--- src/hw/stbuf_consts.svh ---
`ifndef STBUF_CONSTS_SVH
`define STBUF_CONSTS_SVH

// ----------------------------------------------------------------------
// store buffer geometry
// ----------------------------------------------------------------------

// number of queue entries, any power of two
`define STBUF_DEPTH 4

// byte address width of stores and loads
`define STBUF_ADDR_BITS 16

// memory word
`define STBUF_DATA_BITS 32
`define STBUF_BYTES 4

`endif

--- src/hw/stbuf_pkg.sv ---
`include "stbuf_consts.svh"

package stbuf_pkg;

   // store width, from the committed instruction
   typedef enum logic [1:0] {
      size_byte = 2'd0,
      size_half = 2'd1,
      size_word = 2'd2
   } st_size_e;

   // committed store as it leaves the pipe, data right-justified
   typedef struct packed {
      logic                        valid;
      logic [`STBUF_ADDR_BITS-1:0] addr;
      st_size_e                    size;
      logic [`STBUF_DATA_BITS-1:0] data;
   } st_req_t;

   // store after lane alignment
   typedef struct packed {
      logic                                                valid;
      logic [`STBUF_ADDR_BITS-$clog2(`STBUF_BYTES)-1:0]    waddr;
      logic [`STBUF_BYTES-1:0]                             byteen;
      logic [`STBUF_DATA_BITS-1:0]                         data;   // lane-aligned
   } st_wr_t;

   typedef struct packed {
      logic [`STBUF_ADDR_BITS-$clog2(`STBUF_BYTES)-1:0]    waddr;
      logic [`STBUF_BYTES-1:0]                             byteen;
      logic [`STBUF_DATA_BITS-1:0]                         data;
   } stbuf_entry_t;

   // bytes found in the queue for a load
   typedef struct packed {
      logic [`STBUF_BYTES-1:0]     byteen;
      logic [`STBUF_DATA_BITS-1:0] data;
   } fwd_t;

endpackage

--- src/hw/stbuf_decode.sv ---
`timescale 1ns/1ps
`include "stbuf_consts.svh"

module stbuf_decode (
   input  stbuf_pkg::st_req_t st_req,
   output stbuf_pkg::st_wr_t  wr
);

   import stbuf_pkg::*;

   localparam int OFFS_BITS = $clog2(`STBUF_BYTES);

   logic [`STBUF_BYTES-1:0]     base_be;    // enables before lane shift
   logic [2*`STBUF_BYTES-1:0]   be_ext;     // upper half catches word crossing
   logic [OFFS_BITS-1:0]        offs;
   logic [`STBUF_DATA_BITS-1:0] data_shift;
   logic                        crossing;

   assign offs = st_req.addr[OFFS_BITS-1:0];

   // size to byte pattern
   always_comb begin
      case (st_req.size)
         size_byte: base_be = `STBUF_BYTES'('b0001);
         size_half: base_be = `STBUF_BYTES'('b0011);
         size_word: base_be = `STBUF_BYTES'('b1111);
         default:   base_be = '0;
      endcase
   end

   // ----------------------------------------------------------------------
   // lane alignment
   // ----------------------------------------------------------------------
   assign be_ext     = {{`STBUF_BYTES{1'b0}}, base_be} << offs;
   assign data_shift = st_req.data << {offs, 3'b000};

   always_comb begin
      wr.valid  = st_req.valid;
      wr.waddr  = st_req.addr[`STBUF_ADDR_BITS-1:OFFS_BITS];
      wr.byteen = be_ext[`STBUF_BYTES-1:0];
      // zero the lanes the store does not own, keeps forwarding OR clean
      for (int b = 0; b < `STBUF_BYTES; b++) begin
         wr.data[8*b +: 8] = be_ext[b] ? data_shift[8*b +: 8] : 8'h00;
      end
   end

   // ----------------------------------------------------------------------
   // checks
   // ----------------------------------------------------------------------
   assign crossing = st_req.valid & (|be_ext[2*`STBUF_BYTES-1:`STBUF_BYTES]);

   // the pipe splits misaligned stores before they commit
   always_comb begin
      a_in_word: assert (crossing !== 1'b1)
         else $error("store at %h crosses a word boundary", st_req.addr);
   end

endmodule

--- src/hw/stbuf_execute.sv ---
`timescale 1ns/1ps
`include "stbuf_consts.svh"

module stbuf_execute (
   input  logic                                             clk,
   input  logic                                             rst_n,
   input  stbuf_pkg::st_wr_t                                wr,
   input  logic                                             drain_commit,
   output stbuf_pkg::stbuf_entry_t [`STBUF_DEPTH-1:0]       entries,
   output logic [`STBUF_DEPTH-1:0]                          vld,
   output logic [$clog2(`STBUF_DEPTH)-1:0]                  rd_ptr,
   output logic                                             full,
   output logic                                             empty
);

   import stbuf_pkg::*;

   localparam int DEPTH = `STBUF_DEPTH;
   localparam int PTR_W = $clog2(DEPTH);
   localparam int CNT_W = $clog2(DEPTH + 1);

   logic [PTR_W-1:0]   wr_ptr;
   logic               pop;
   logic               coalesce;
   logic               alloc;
   logic [DEPTH-1:0]   clr;        // head entry leaving this cycle
   logic [DEPTH-1:0]   addr_hit;   // valid entry with same word address
   logic [DEPTH-1:0]   match;      // coalesce target
   logic [DEPTH-1:0]   wr_en;
   logic [CNT_W-1:0]   vld_cnt;

   stbuf_entry_t [DEPTH-1:0] nxt_entry;

   // ----------------------------------------------------------------------
   // pop and coalesce match
   // ----------------------------------------------------------------------
   assign pop = drain_commit & vld[rd_ptr];

   always_comb begin
      for (int i = 0; i < DEPTH; i++) begin
         clr[i]      = pop & (PTR_W'(i) == rd_ptr);
         addr_hit[i] = vld[i] & (entries[i].waddr == wr.waddr);
         // an entry on its way out cannot take new bytes
         match[i]    = wr.valid & addr_hit[i] & ~clr[i];
      end
   end

   assign coalesce = |match;
   assign alloc    = wr.valid & ~coalesce;

   // ----------------------------------------------------------------------
   // write enables and byte merge
   // ----------------------------------------------------------------------
   always_comb begin
      for (int i = 0; i < DEPTH; i++) begin
         wr_en[i] = match[i] | (alloc & (PTR_W'(i) == wr_ptr));

         nxt_entry[i].waddr = wr.waddr;
         // merge keeps old enables, allocate starts fresh
         nxt_entry[i].byteen = match[i] ? (entries[i].byteen | wr.byteen) : wr.byteen;

         for (int b = 0; b < `STBUF_BYTES; b++) begin
            if (match[i] && !wr.byteen[b]) begin
               nxt_entry[i].data[8*b +: 8] = entries[i].data[8*b +: 8];  // old byte stays
            end else begin
               nxt_entry[i].data[8*b +: 8] = wr.data[8*b +: 8];
            end
         end
      end
   end

   // ----------------------------------------------------------------------
   // state
   // ----------------------------------------------------------------------
   always_ff @(posedge clk) begin
      if (!rst_n) begin
         vld    <= '0;
         wr_ptr <= '0;
         rd_ptr <= '0;
      end else begin
         for (int i = 0; i < DEPTH; i++) begin
            if (wr_en[i]) begin
               vld[i] <= 1'b1;
            end else if (clr[i]) begin
               vld[i] <= 1'b0;
            end
         end
         if (alloc) begin
            wr_ptr <= wr_ptr + 1'b1;   // wraps, depth is a power of two
         end
         if (pop) begin
            rd_ptr <= rd_ptr + 1'b1;
         end
      end
   end

   // payload, qualified by vld
   always_ff @(posedge clk) begin
      for (int i = 0; i < DEPTH; i++) begin
         if (wr_en[i]) begin
            entries[i] <= nxt_entry[i];
         end
      end
   end

   // ----------------------------------------------------------------------
   // occupancy
   // ----------------------------------------------------------------------
   always_comb begin
      vld_cnt = '0;
      for (int i = 0; i < DEPTH; i++) begin
         vld_cnt = vld_cnt + CNT_W'(vld[i]);
      end
   end

   assign full  = (vld_cnt == CNT_W'(DEPTH));
   assign empty = (vld_cnt == '0);

   // ----------------------------------------------------------------------
   // assertions
   // ----------------------------------------------------------------------

   // a store into a full queue must land on an existing word
   a_no_overflow: assert property (@(posedge clk) disable iff (!rst_n)
      (wr.valid && full) |-> coalesce)
      else $error("store into full buffer did not coalesce");

   // memory port pops only what it was shown
   a_commit_valid: assert property (@(posedge clk) disable iff (!rst_n)
      drain_commit |-> vld[rd_ptr])
      else $error("drain commit with empty head");

   // coalescing holds each word in one entry
   a_unique_word: assert property (@(posedge clk) disable iff (!rst_n)
      wr.valid |-> $onehot0(addr_hit))
      else $error("word address held in more than one entry");

endmodule

--- src/hw/stbuf_result.sv ---
`timescale 1ns/1ps
`include "stbuf_consts.svh"

module stbuf_result (
   input  stbuf_pkg::stbuf_entry_t [`STBUF_DEPTH-1:0]          entries,
   input  logic [`STBUF_DEPTH-1:0]                             vld,
   input  logic [$clog2(`STBUF_DEPTH)-1:0]                     rd_ptr,
   input  logic [`STBUF_ADDR_BITS-1:0]                         ld_addr,
   output stbuf_pkg::fwd_t                                     fwd,
   output logic                                                drain_valid,
   output logic [`STBUF_ADDR_BITS-$clog2(`STBUF_BYTES)-1:0]    drain_addr,
   output logic [`STBUF_BYTES-1:0]                             drain_byteen,
   output logic [`STBUF_DATA_BITS-1:0]                         drain_data
);

   import stbuf_pkg::*;

   localparam int DEPTH     = `STBUF_DEPTH;
   localparam int OFFS_BITS = $clog2(`STBUF_BYTES);

   logic [`STBUF_ADDR_BITS-OFFS_BITS-1:0] ld_waddr;
   logic [DEPTH-1:0]                      ld_hit;
   stbuf_entry_t                          head;

   // ----------------------------------------------------------------------
   // load forwarding
   // ----------------------------------------------------------------------
   assign ld_waddr = ld_addr[`STBUF_ADDR_BITS-1:OFFS_BITS];

   always_comb begin
      for (int i = 0; i < DEPTH; i++) begin
         ld_hit[i] = vld[i] & (entries[i].waddr == ld_waddr);
      end
   end

   // at most one hit per word, so a plain OR is enough
   always_comb begin
      fwd = '0;
      for (int i = 0; i < DEPTH; i++) begin
         fwd.byteen = fwd.byteen | ({`STBUF_BYTES{ld_hit[i]}} & entries[i].byteen);
         fwd.data   = fwd.data | ({`STBUF_DATA_BITS{ld_hit[i]}} & entries[i].data);
      end
   end

   // ----------------------------------------------------------------------
   // drain
   // ----------------------------------------------------------------------
   assign head = entries[rd_ptr];

   assign drain_valid  = vld[rd_ptr];   // holds until the port commits
   assign drain_addr   = head.waddr;
   assign drain_byteen = head.byteen;
   assign drain_data   = head.data;

endmodule

--- src/hw/stbuf_top.sv ---
`timescale 1ns/1ps
`include "stbuf_consts.svh"

module stbuf_top (
   input  logic                                             clk,
   input  logic                                             rst_n,
   input  stbuf_pkg::st_req_t                               st_req,
   input  logic                                             drain_commit,
   input  logic [`STBUF_ADDR_BITS-1:0]                      ld_addr,
   output logic                                             drain_valid,
   output logic [`STBUF_ADDR_BITS-$clog2(`STBUF_BYTES)-1:0] drain_addr,
   output logic [`STBUF_BYTES-1:0]                          drain_byteen,
   output logic [`STBUF_DATA_BITS-1:0]                      drain_data,
   output stbuf_pkg::fwd_t                                  fwd,
   output logic                                             full,
   output logic                                             empty
);

   import stbuf_pkg::*;

   st_wr_t                                  wr;
   stbuf_entry_t [`STBUF_DEPTH-1:0]         entries;
   logic [`STBUF_DEPTH-1:0]                 vld;
   logic [$clog2(`STBUF_DEPTH)-1:0]         rd_ptr;

   // raw store to lane-aligned write
   stbuf_decode u_decode (
      .st_req (st_req),
      .wr     (wr)
   );

   // ----------------------------------------------------------------------
   // queue
   // ----------------------------------------------------------------------
   stbuf_execute u_execute (
      .clk          (clk),
      .rst_n        (rst_n),
      .wr           (wr),
      .drain_commit (drain_commit),
      .entries      (entries),
      .vld          (vld),
      .rd_ptr       (rd_ptr),
      .full         (full),
      .empty        (empty)
   );

   // forwarding and drain view of the registered entries
   stbuf_result u_result (
      .entries      (entries),
      .vld          (vld),
      .rd_ptr       (rd_ptr),
      .ld_addr      (ld_addr),
      .fwd          (fwd),
      .drain_valid  (drain_valid),
      .drain_addr   (drain_addr),
      .drain_byteen (drain_byteen),
      .drain_data   (drain_data)
   );

endmodule

--- config.mk ---
export PLATFORM = sky130hd
export DESIGN_NAME = stbuf_top
export DESIGN_NICKNAME = d
export VERILOG_FILES = /design/src/hw/stbuf_pkg.sv /design/src/hw/stbuf_decode.sv /design/src/hw/stbuf_execute.sv /design/src/hw/stbuf_result.sv /design/src/hw/stbuf_top.sv
export VERILOG_INCLUDE_DIRS = /design/src /design/src/hw
export SDC_FILE = /design/constraint.sdc
export NUM_CORES = 1
export LEC_CHECK = 0
export BUFFER_PORTS_ARGS = -buffer_cell sky130_fd_sc_hd__buf_2
export CORE_MARGIN = 2
export CORE_UTILIZATION = 62
export CTS_CLUSTER_DIAMETER = 60
export DETAILED_ROUTE_END_ITERATION = 7
export PLACE_DENSITY_LB_ADDON = 0.08
export SLEW_MARGIN = 40
export SYNTH_ARGS = -nofsm -noshare
export SYNTH_HDL_FRONTEND = slang
export SYNTH_SLANG_ARGS = --single-unit
--- constraint.sdc ---
create_clock -name clk -period 4.8 [get_ports clk]
set_input_delay 0.72 -clock clk [delete_from_list [all_inputs] [get_ports clk]]
set_output_delay 0.72 -clock clk [all_outputs]
set_load 0.01 [all_outputs]
After elaboration in Yosys (flattened, before gate mapping)
Cells that the tools add are included.

word-level totals
  register bits after elaboration = 208
  input bits = 70
  word-level logic and storage cells = 190

operators by class
  add/sub/neg operators = 5
  $lt $le $gt $ge = 1
  eq/ne operators = 17
  shift operators = 2
  muxes and demuxes = 21
  bitwise logic cells = 69
  reductions and logical operators = 45

operators with widths
  operator                                                         count
  32-bit AND                                                       4
  14-bit == test                                                   8
  50-bit binary-select mux with 2-bit select                       1
  32-bit bitwise OR                                                3
  50-bit two-way mux                                               1
  8-bit two-way mux                                                4
  2-bit AND reduction                                              16
  32-bit by 5-bit << shifter with 32-bit output                    1
  4-bit bitwise OR                                                 7
  1-bit AND                                                        26
  1-bit inverter                                                   21
  4-bit AND                                                        4
  1-bit logical AND                                                16
  4-bit two-way mux                                                4
  4-bit one-hot mux with 3 select lines                            1
  1-bit two-way mux                                                9
  2-bit == test (first input constant)                             4
  2-bit nonzero test                                               4
  3-bit by 1-bit adder with 3-bit output                           2
  2-bit logical NOT                                                3
  2-bit by 1-bit adder with 2-bit output (second input constant)   2
  1-bit by 2-bit == test with 1-bit output (first input constant)  2
  1-bit logical NOT                                                4
  1-bit bitwise OR                                                 4
  9 further kinds                                                  9

Longest topological paths before layout
  depth after elaboration = 12
  gate-level depth with buffers = 11

Hierarchy
From an unflattened synthesis, not the netlist that was laid out.

unflattened totals
  cell total of the unflattened synthesis = 930
  area, all modules = 12,125.4 um2

by module, submodules not included
  module         times used  cells each  area an instance (um2)
  stbuf_execute  1           402         7,648.6
  stbuf_result   1           417         3,611.0
  stbuf_decode   1           111         865.8

Worst setup path before layout
OpenSTA, ideal clock, no wires.

  path type = reg-to-reg
  from = register u_execute.rd_ptr[0]
  to = register, netlist name u_execute.entries[32]
  setup time = 378 ps
  data arrival time = 2,632 ps
  required time = 4,422 ps
  setup slack = 1,790 ps
  stages on the path, launching flop included = 9
  period minus slack after synthesis = 3,010 ps
  path through = dfxtp_1 -> buf_4 -> buf_1 -> inv_1 -> ha_1 -> a41oi_1 -> nand2_2 -> nand4_1 -> nand2_1

on the way
  word-level cells in the longest chain between the ends = 11

ends and longest elaborated chain
  item                                       RTL line             source
  from (decl)                                stbuf_execute.sv:11  output logic [$clog2(`STBUF_DEPTH)-1:0] rd_ptr,
  from (signal assigned)                     stbuf_execute.sv:92  rd_ptr <= rd_ptr + 1'b1;
  1-bit binary-select mux with 2-bit select  stbuf_execute.sv:37  assign pop = drain_commit & vld[rd_ptr];
  1-bit two-way mux (not written as such)    stbuf_execute.sv:37
  1-bit AND                                  stbuf_execute.sv:37
  1-bit AND                                  stbuf_execute.sv:41  clr[i] = pop & (PTR_W'(i) == rd_ptr);
  1-bit inverter                             stbuf_execute.sv:44  match[i] = wr.valid & addr_hit[i] & ~clr[i];
  1-bit AND                                  stbuf_execute.sv:44
  4-bit OR reduction                         stbuf_execute.sv:48  assign coalesce = |match;
  1-bit inverter                             stbuf_execute.sv:49  assign alloc = wr.valid & ~coalesce;
  1-bit AND                                  stbuf_execute.sv:49
  1-bit AND                                  stbuf_execute.sv:56  wr_en[i] = match[i] | (alloc & (PTR_W'(i) == wr_ptr));
  1-bit bitwise OR (*)                       stbuf_execute.sv:56
  net u_execute.wr_en[0]                     stbuf_execute.sv:29  logic [DEPTH-1:0] wr_en;

Mark *: on every way through the listed nets, which the timed path passes. The rest lies on a longest branch. The select of a mux whose other input is x is not followed.
A chain may end at the register's enable or synchronous reset.

Worst setup path after layout
  from = register u_execute.rd_ptr[1]
  to = register, netlist name u_execute.entries[35]

on the way
  word-level cells in the longest chain between the ends = 11

ends and longest elaborated chain
  item                                       RTL line
  1-bit binary-select mux with 2-bit select  stbuf_execute.sv:37
  1-bit two-way mux (not written as such)    stbuf_execute.sv:37
  1-bit AND                                  stbuf_execute.sv:37
  1-bit AND                                  stbuf_execute.sv:41
  1-bit inverter                             stbuf_execute.sv:44
  1-bit AND                                  stbuf_execute.sv:44
  4-bit OR reduction                         stbuf_execute.sv:48
  1-bit inverter                             stbuf_execute.sv:49
  1-bit AND                                  stbuf_execute.sv:49
  1-bit AND                                  stbuf_execute.sv:56
  1-bit bitwise OR (*)                       stbuf_execute.sv:56
  net u_execute.wr_en[0]                     stbuf_execute.sv:29

Marks and branches as above.

==> summary.md <==
| Metric | Value |
|---|---|
| Cells after synthesis | 798 |
| Setup crit start kind | register |
| Type of the worst setup path | reg -> reg |
| Clock tree sinks | 208 |
| First-pass GRT wire length | 42700 um |
| Pin count of the biggest net entering global routing | 39 |
| DRC violations left | 0 |
| Worst-path clk slew | 0.06 ns |
| Max-Cap Viols | 0 |
| CTS tree | built |
| Top Ports | between 150 and 200 |
| DIE AREA | 18800 um^2 |
| Dominant synthesized flop cell | edfxtp_1 |
| Power Internal | 0.00328 W |
| CTS resizes | 0 |
| Worst Tran Pin Value | 0.810 ns |
| Proportion of layout cells with a drive suffix above 1 | 30.5% |
| Final Power | 0.00433 W |
| Hold Buf Count CTS | 0 |
| Antenna violations before repair | 0 |
| Crit path DAT | 3.67 ns |
| Final Cycle Share | about 73% |
| Total wire length | 28500 um |
| Longest Clk Path Bufs | 3 |
| Vias per cell | 6.37 |
| Hpwl dp | 20300 um |
| WL per Instance | ~24 um |
| Setup bufs post-CTS | 0 |
| Sw Pwr | 0.00105 W |
| Cell row count | 48 |
| CTS root buffer | clkbuf_16 |
| Clock Power Share | 37.2% |
| Async set-reset flop share out of synthesis | 0% |
| RSZ-0062 raised after global routing | false |
| Post-Synthesis Cell Area | ~11000 um^2 |
| Placed cell area | 12000 um^2 |
| Worst Path Max Fanout | 24 |
| Setup ws final | 1.32 ns |
| Yosys top cell area share | 54.8% |
| P&R area growth vs syn | 15.5% |
| Synth area leader | edfxtp_1 |
| Internal reg-to-reg setup slack | 1.32 ns |
| Grt total ovfl | 0 |
| Max layer used | met4 |
| Netlist cell types | 49 |
| Worst clock skew | between 0.02 and 0.025 ns |
| R2r worst-path depth | 8 |
| Worst slew margin | 46.0% |
| WL met3 | 2370 um |
| DP Worst Slack | 1.23 ns |
| Fin area | 12700 um^2 |
| Avg Cell Area, Syn | 13.7 um^2 |
| H-tree levels | 1 |
| Die height | 137 um |
| Vias in the first global route | 7589 |
| CORE AREA | 17300 um^2 |
| Ant. Diodes | 0 |
| Die width | 137 um |
| Status | completed |
| Fin. Hold Viols | 0 |
| Pins Over Slew Limit | 0 |
| Sequential area share after synthesis | 56.3% |
| Starting density of the core | approximately 63% |
| Vias | roughly 7.5k |
| Sw Ratio | 24.2% |
| Number of synthesized flops with an enable pin | 200 |
| Global Route Usage Sum | ~30% |
| Clk_lat worst skew | 0.50 ns |
| Flops & latches, synth | approximately 210 |
| Min Tclk post-route | 3.48 ns |
| # port buffers | 156 |
| DR WL met2 | 14300 um |
| M1 wire length | 11000 um |
| Power Density | 342 nW/um^2 |
| Most frequent cell after synthesis | edfxtp_1 |
| Max VDD drop | 283 uV |
| Logic pwr share | 13.0% |
| Final setup TNS | 0 ns |
| Synth top cells by count | edfxtp_1 (200), xnor2_1 (106), a22oi_1 (72), nand2_1 (71), mux4_2 (51) |
| HP Class | reg -> reg |
| Final hold slack | 0.520 ns |
| Nets@finish | 1014 |
| Worst EP required | 4.99 ns |
| ANT nets after route | 0 |
| Number of DRC markers in iteration 0 | a little under 600 |
| Worst hold stages | 2 |
| DR pass1 iterations | 5 |
| LEAKAGE | roughly 4.6 nW |
| Syn_nets | 881 |
| Worst setup EP type | register |
| Ys Warns | 0 |
| Placer Congestion | 0.971 |
| Synth area leaders | edfxtp_1 (55%), mux4_2 (10%), xnor2_1 (8.5%), a22oi_1 (4.9%), mux2i_1 (3.1%) |
| TritonCTS Buffers | 22 |
| FMAX | around 0.29 GHz |
| Final setup viols | 0 |
| Reg power frac | 49.8% |
-- worst max-delay path, stage by stage (launching register included) --
cell      delay, ns
dfxtp_2        0.52
buf_4          0.42
mux4_2         0.34
and2_4         0.20
a21boi_2       0.08
a41oi_2        0.36
nand4_1        0.39
nand2_1        0.54
buf_4          0.31
-- per-stage QoR --
step / utilization, % / cells
after floorplan: - / 798
after global placement: 68.9 / 1132
after detailed placement: 69.2 / 1132
after CTS: 73.2 / 1172
after global routing: 73.2 / 1172
final: 73.2 / 1172
-- area by class of cell --
class	count	area, um^2
Timing Repair Buffer	177	938
Inverter	13	48.8
Multi-Input combinational cell	509	4530
Tap cell	225	282
Sequential cell	208	6170
Fill cell	1164	4640
Clock buffer	32	609
Clock inverter	8	81.3
-- placed cells by master, fill, tap and decap left out, types with 13 or more instances in the layout --
cell type  netlist  routed
a211oi_1        16      16
a22oi_1         72      72
buf_2           15     156
buf_4            2      21
clkbuf_16        0      23
edfxtp_1       200     200
inv_1           13      13
mux2i_1         34      25
mux4_2          51      51
nand2_1         71      70
nand3_1         16      16
nand4_1         26      26
nor2_1          27      27
xnor2_1        106     106
-- path summary, 6_finish.rpt --
check,end,startpoint
min,u_execute.wr_ptr[1],u_execute.wr_ptr[1]
max reg2reg,u_execute.entries[35],u_execute.rd_ptr[1]
max,u_execute.entries[35],u_execute.rd_ptr[1]
min reg2reg,u_execute.wr_ptr[1],u_execute.wr_ptr[1]
-- kinds of logic (layout without fill, tap and decap cells) --
kind of cell / count (synthesis) / in the layout / synth area share, %
flops: 208 / 208 / 56.3
simple gates: 184 / 184 / 8.72
compound gates: 114 / 114 / 7.65
xor+xnor: 113 / 113 / 9.03
mux: 85 / 85 / 13.6
buf+inv: 81 / 230 / 3.21
fa+ha+maj: 13 / 13 / 1.55
-- routing by layer --
layer	global-route usage [%]	vias up
li1	-	3312
met1	40.8	3688
met2	51.2	397
met3	4.70	68
met4	11.8	0
met5	0	-
-- power groups by stage --
| stage | registers [W] | clock network, W | logic, W |
|---|---|---|---|
| 5_1_grt | 0.00216 | 0.00169 | 0.000605 |
| 6_report | 0.00215 | 0.00161 | 0.000562 |
| 3_5_place_dp | 0.00219 | 0 | 0.000557 |
| 4_1_cts | 0.00215 | 0.00162 | 0.000561 |
| 2_1_floorplan | 0.00217 | 0 | 0.000365 |
| 3_3_place_gp | 0.00218 | 0 | 0.000541 |
-- flip-flops by register name, summed over array words and instances, names as in the netlist --
signal	count
u_execute.entries	200
u_execute.rd_ptr	2
u_execute.vld	4
u_execute.wr_ptr	2
No activity file was read; power rests on OpenSTA's default activity.
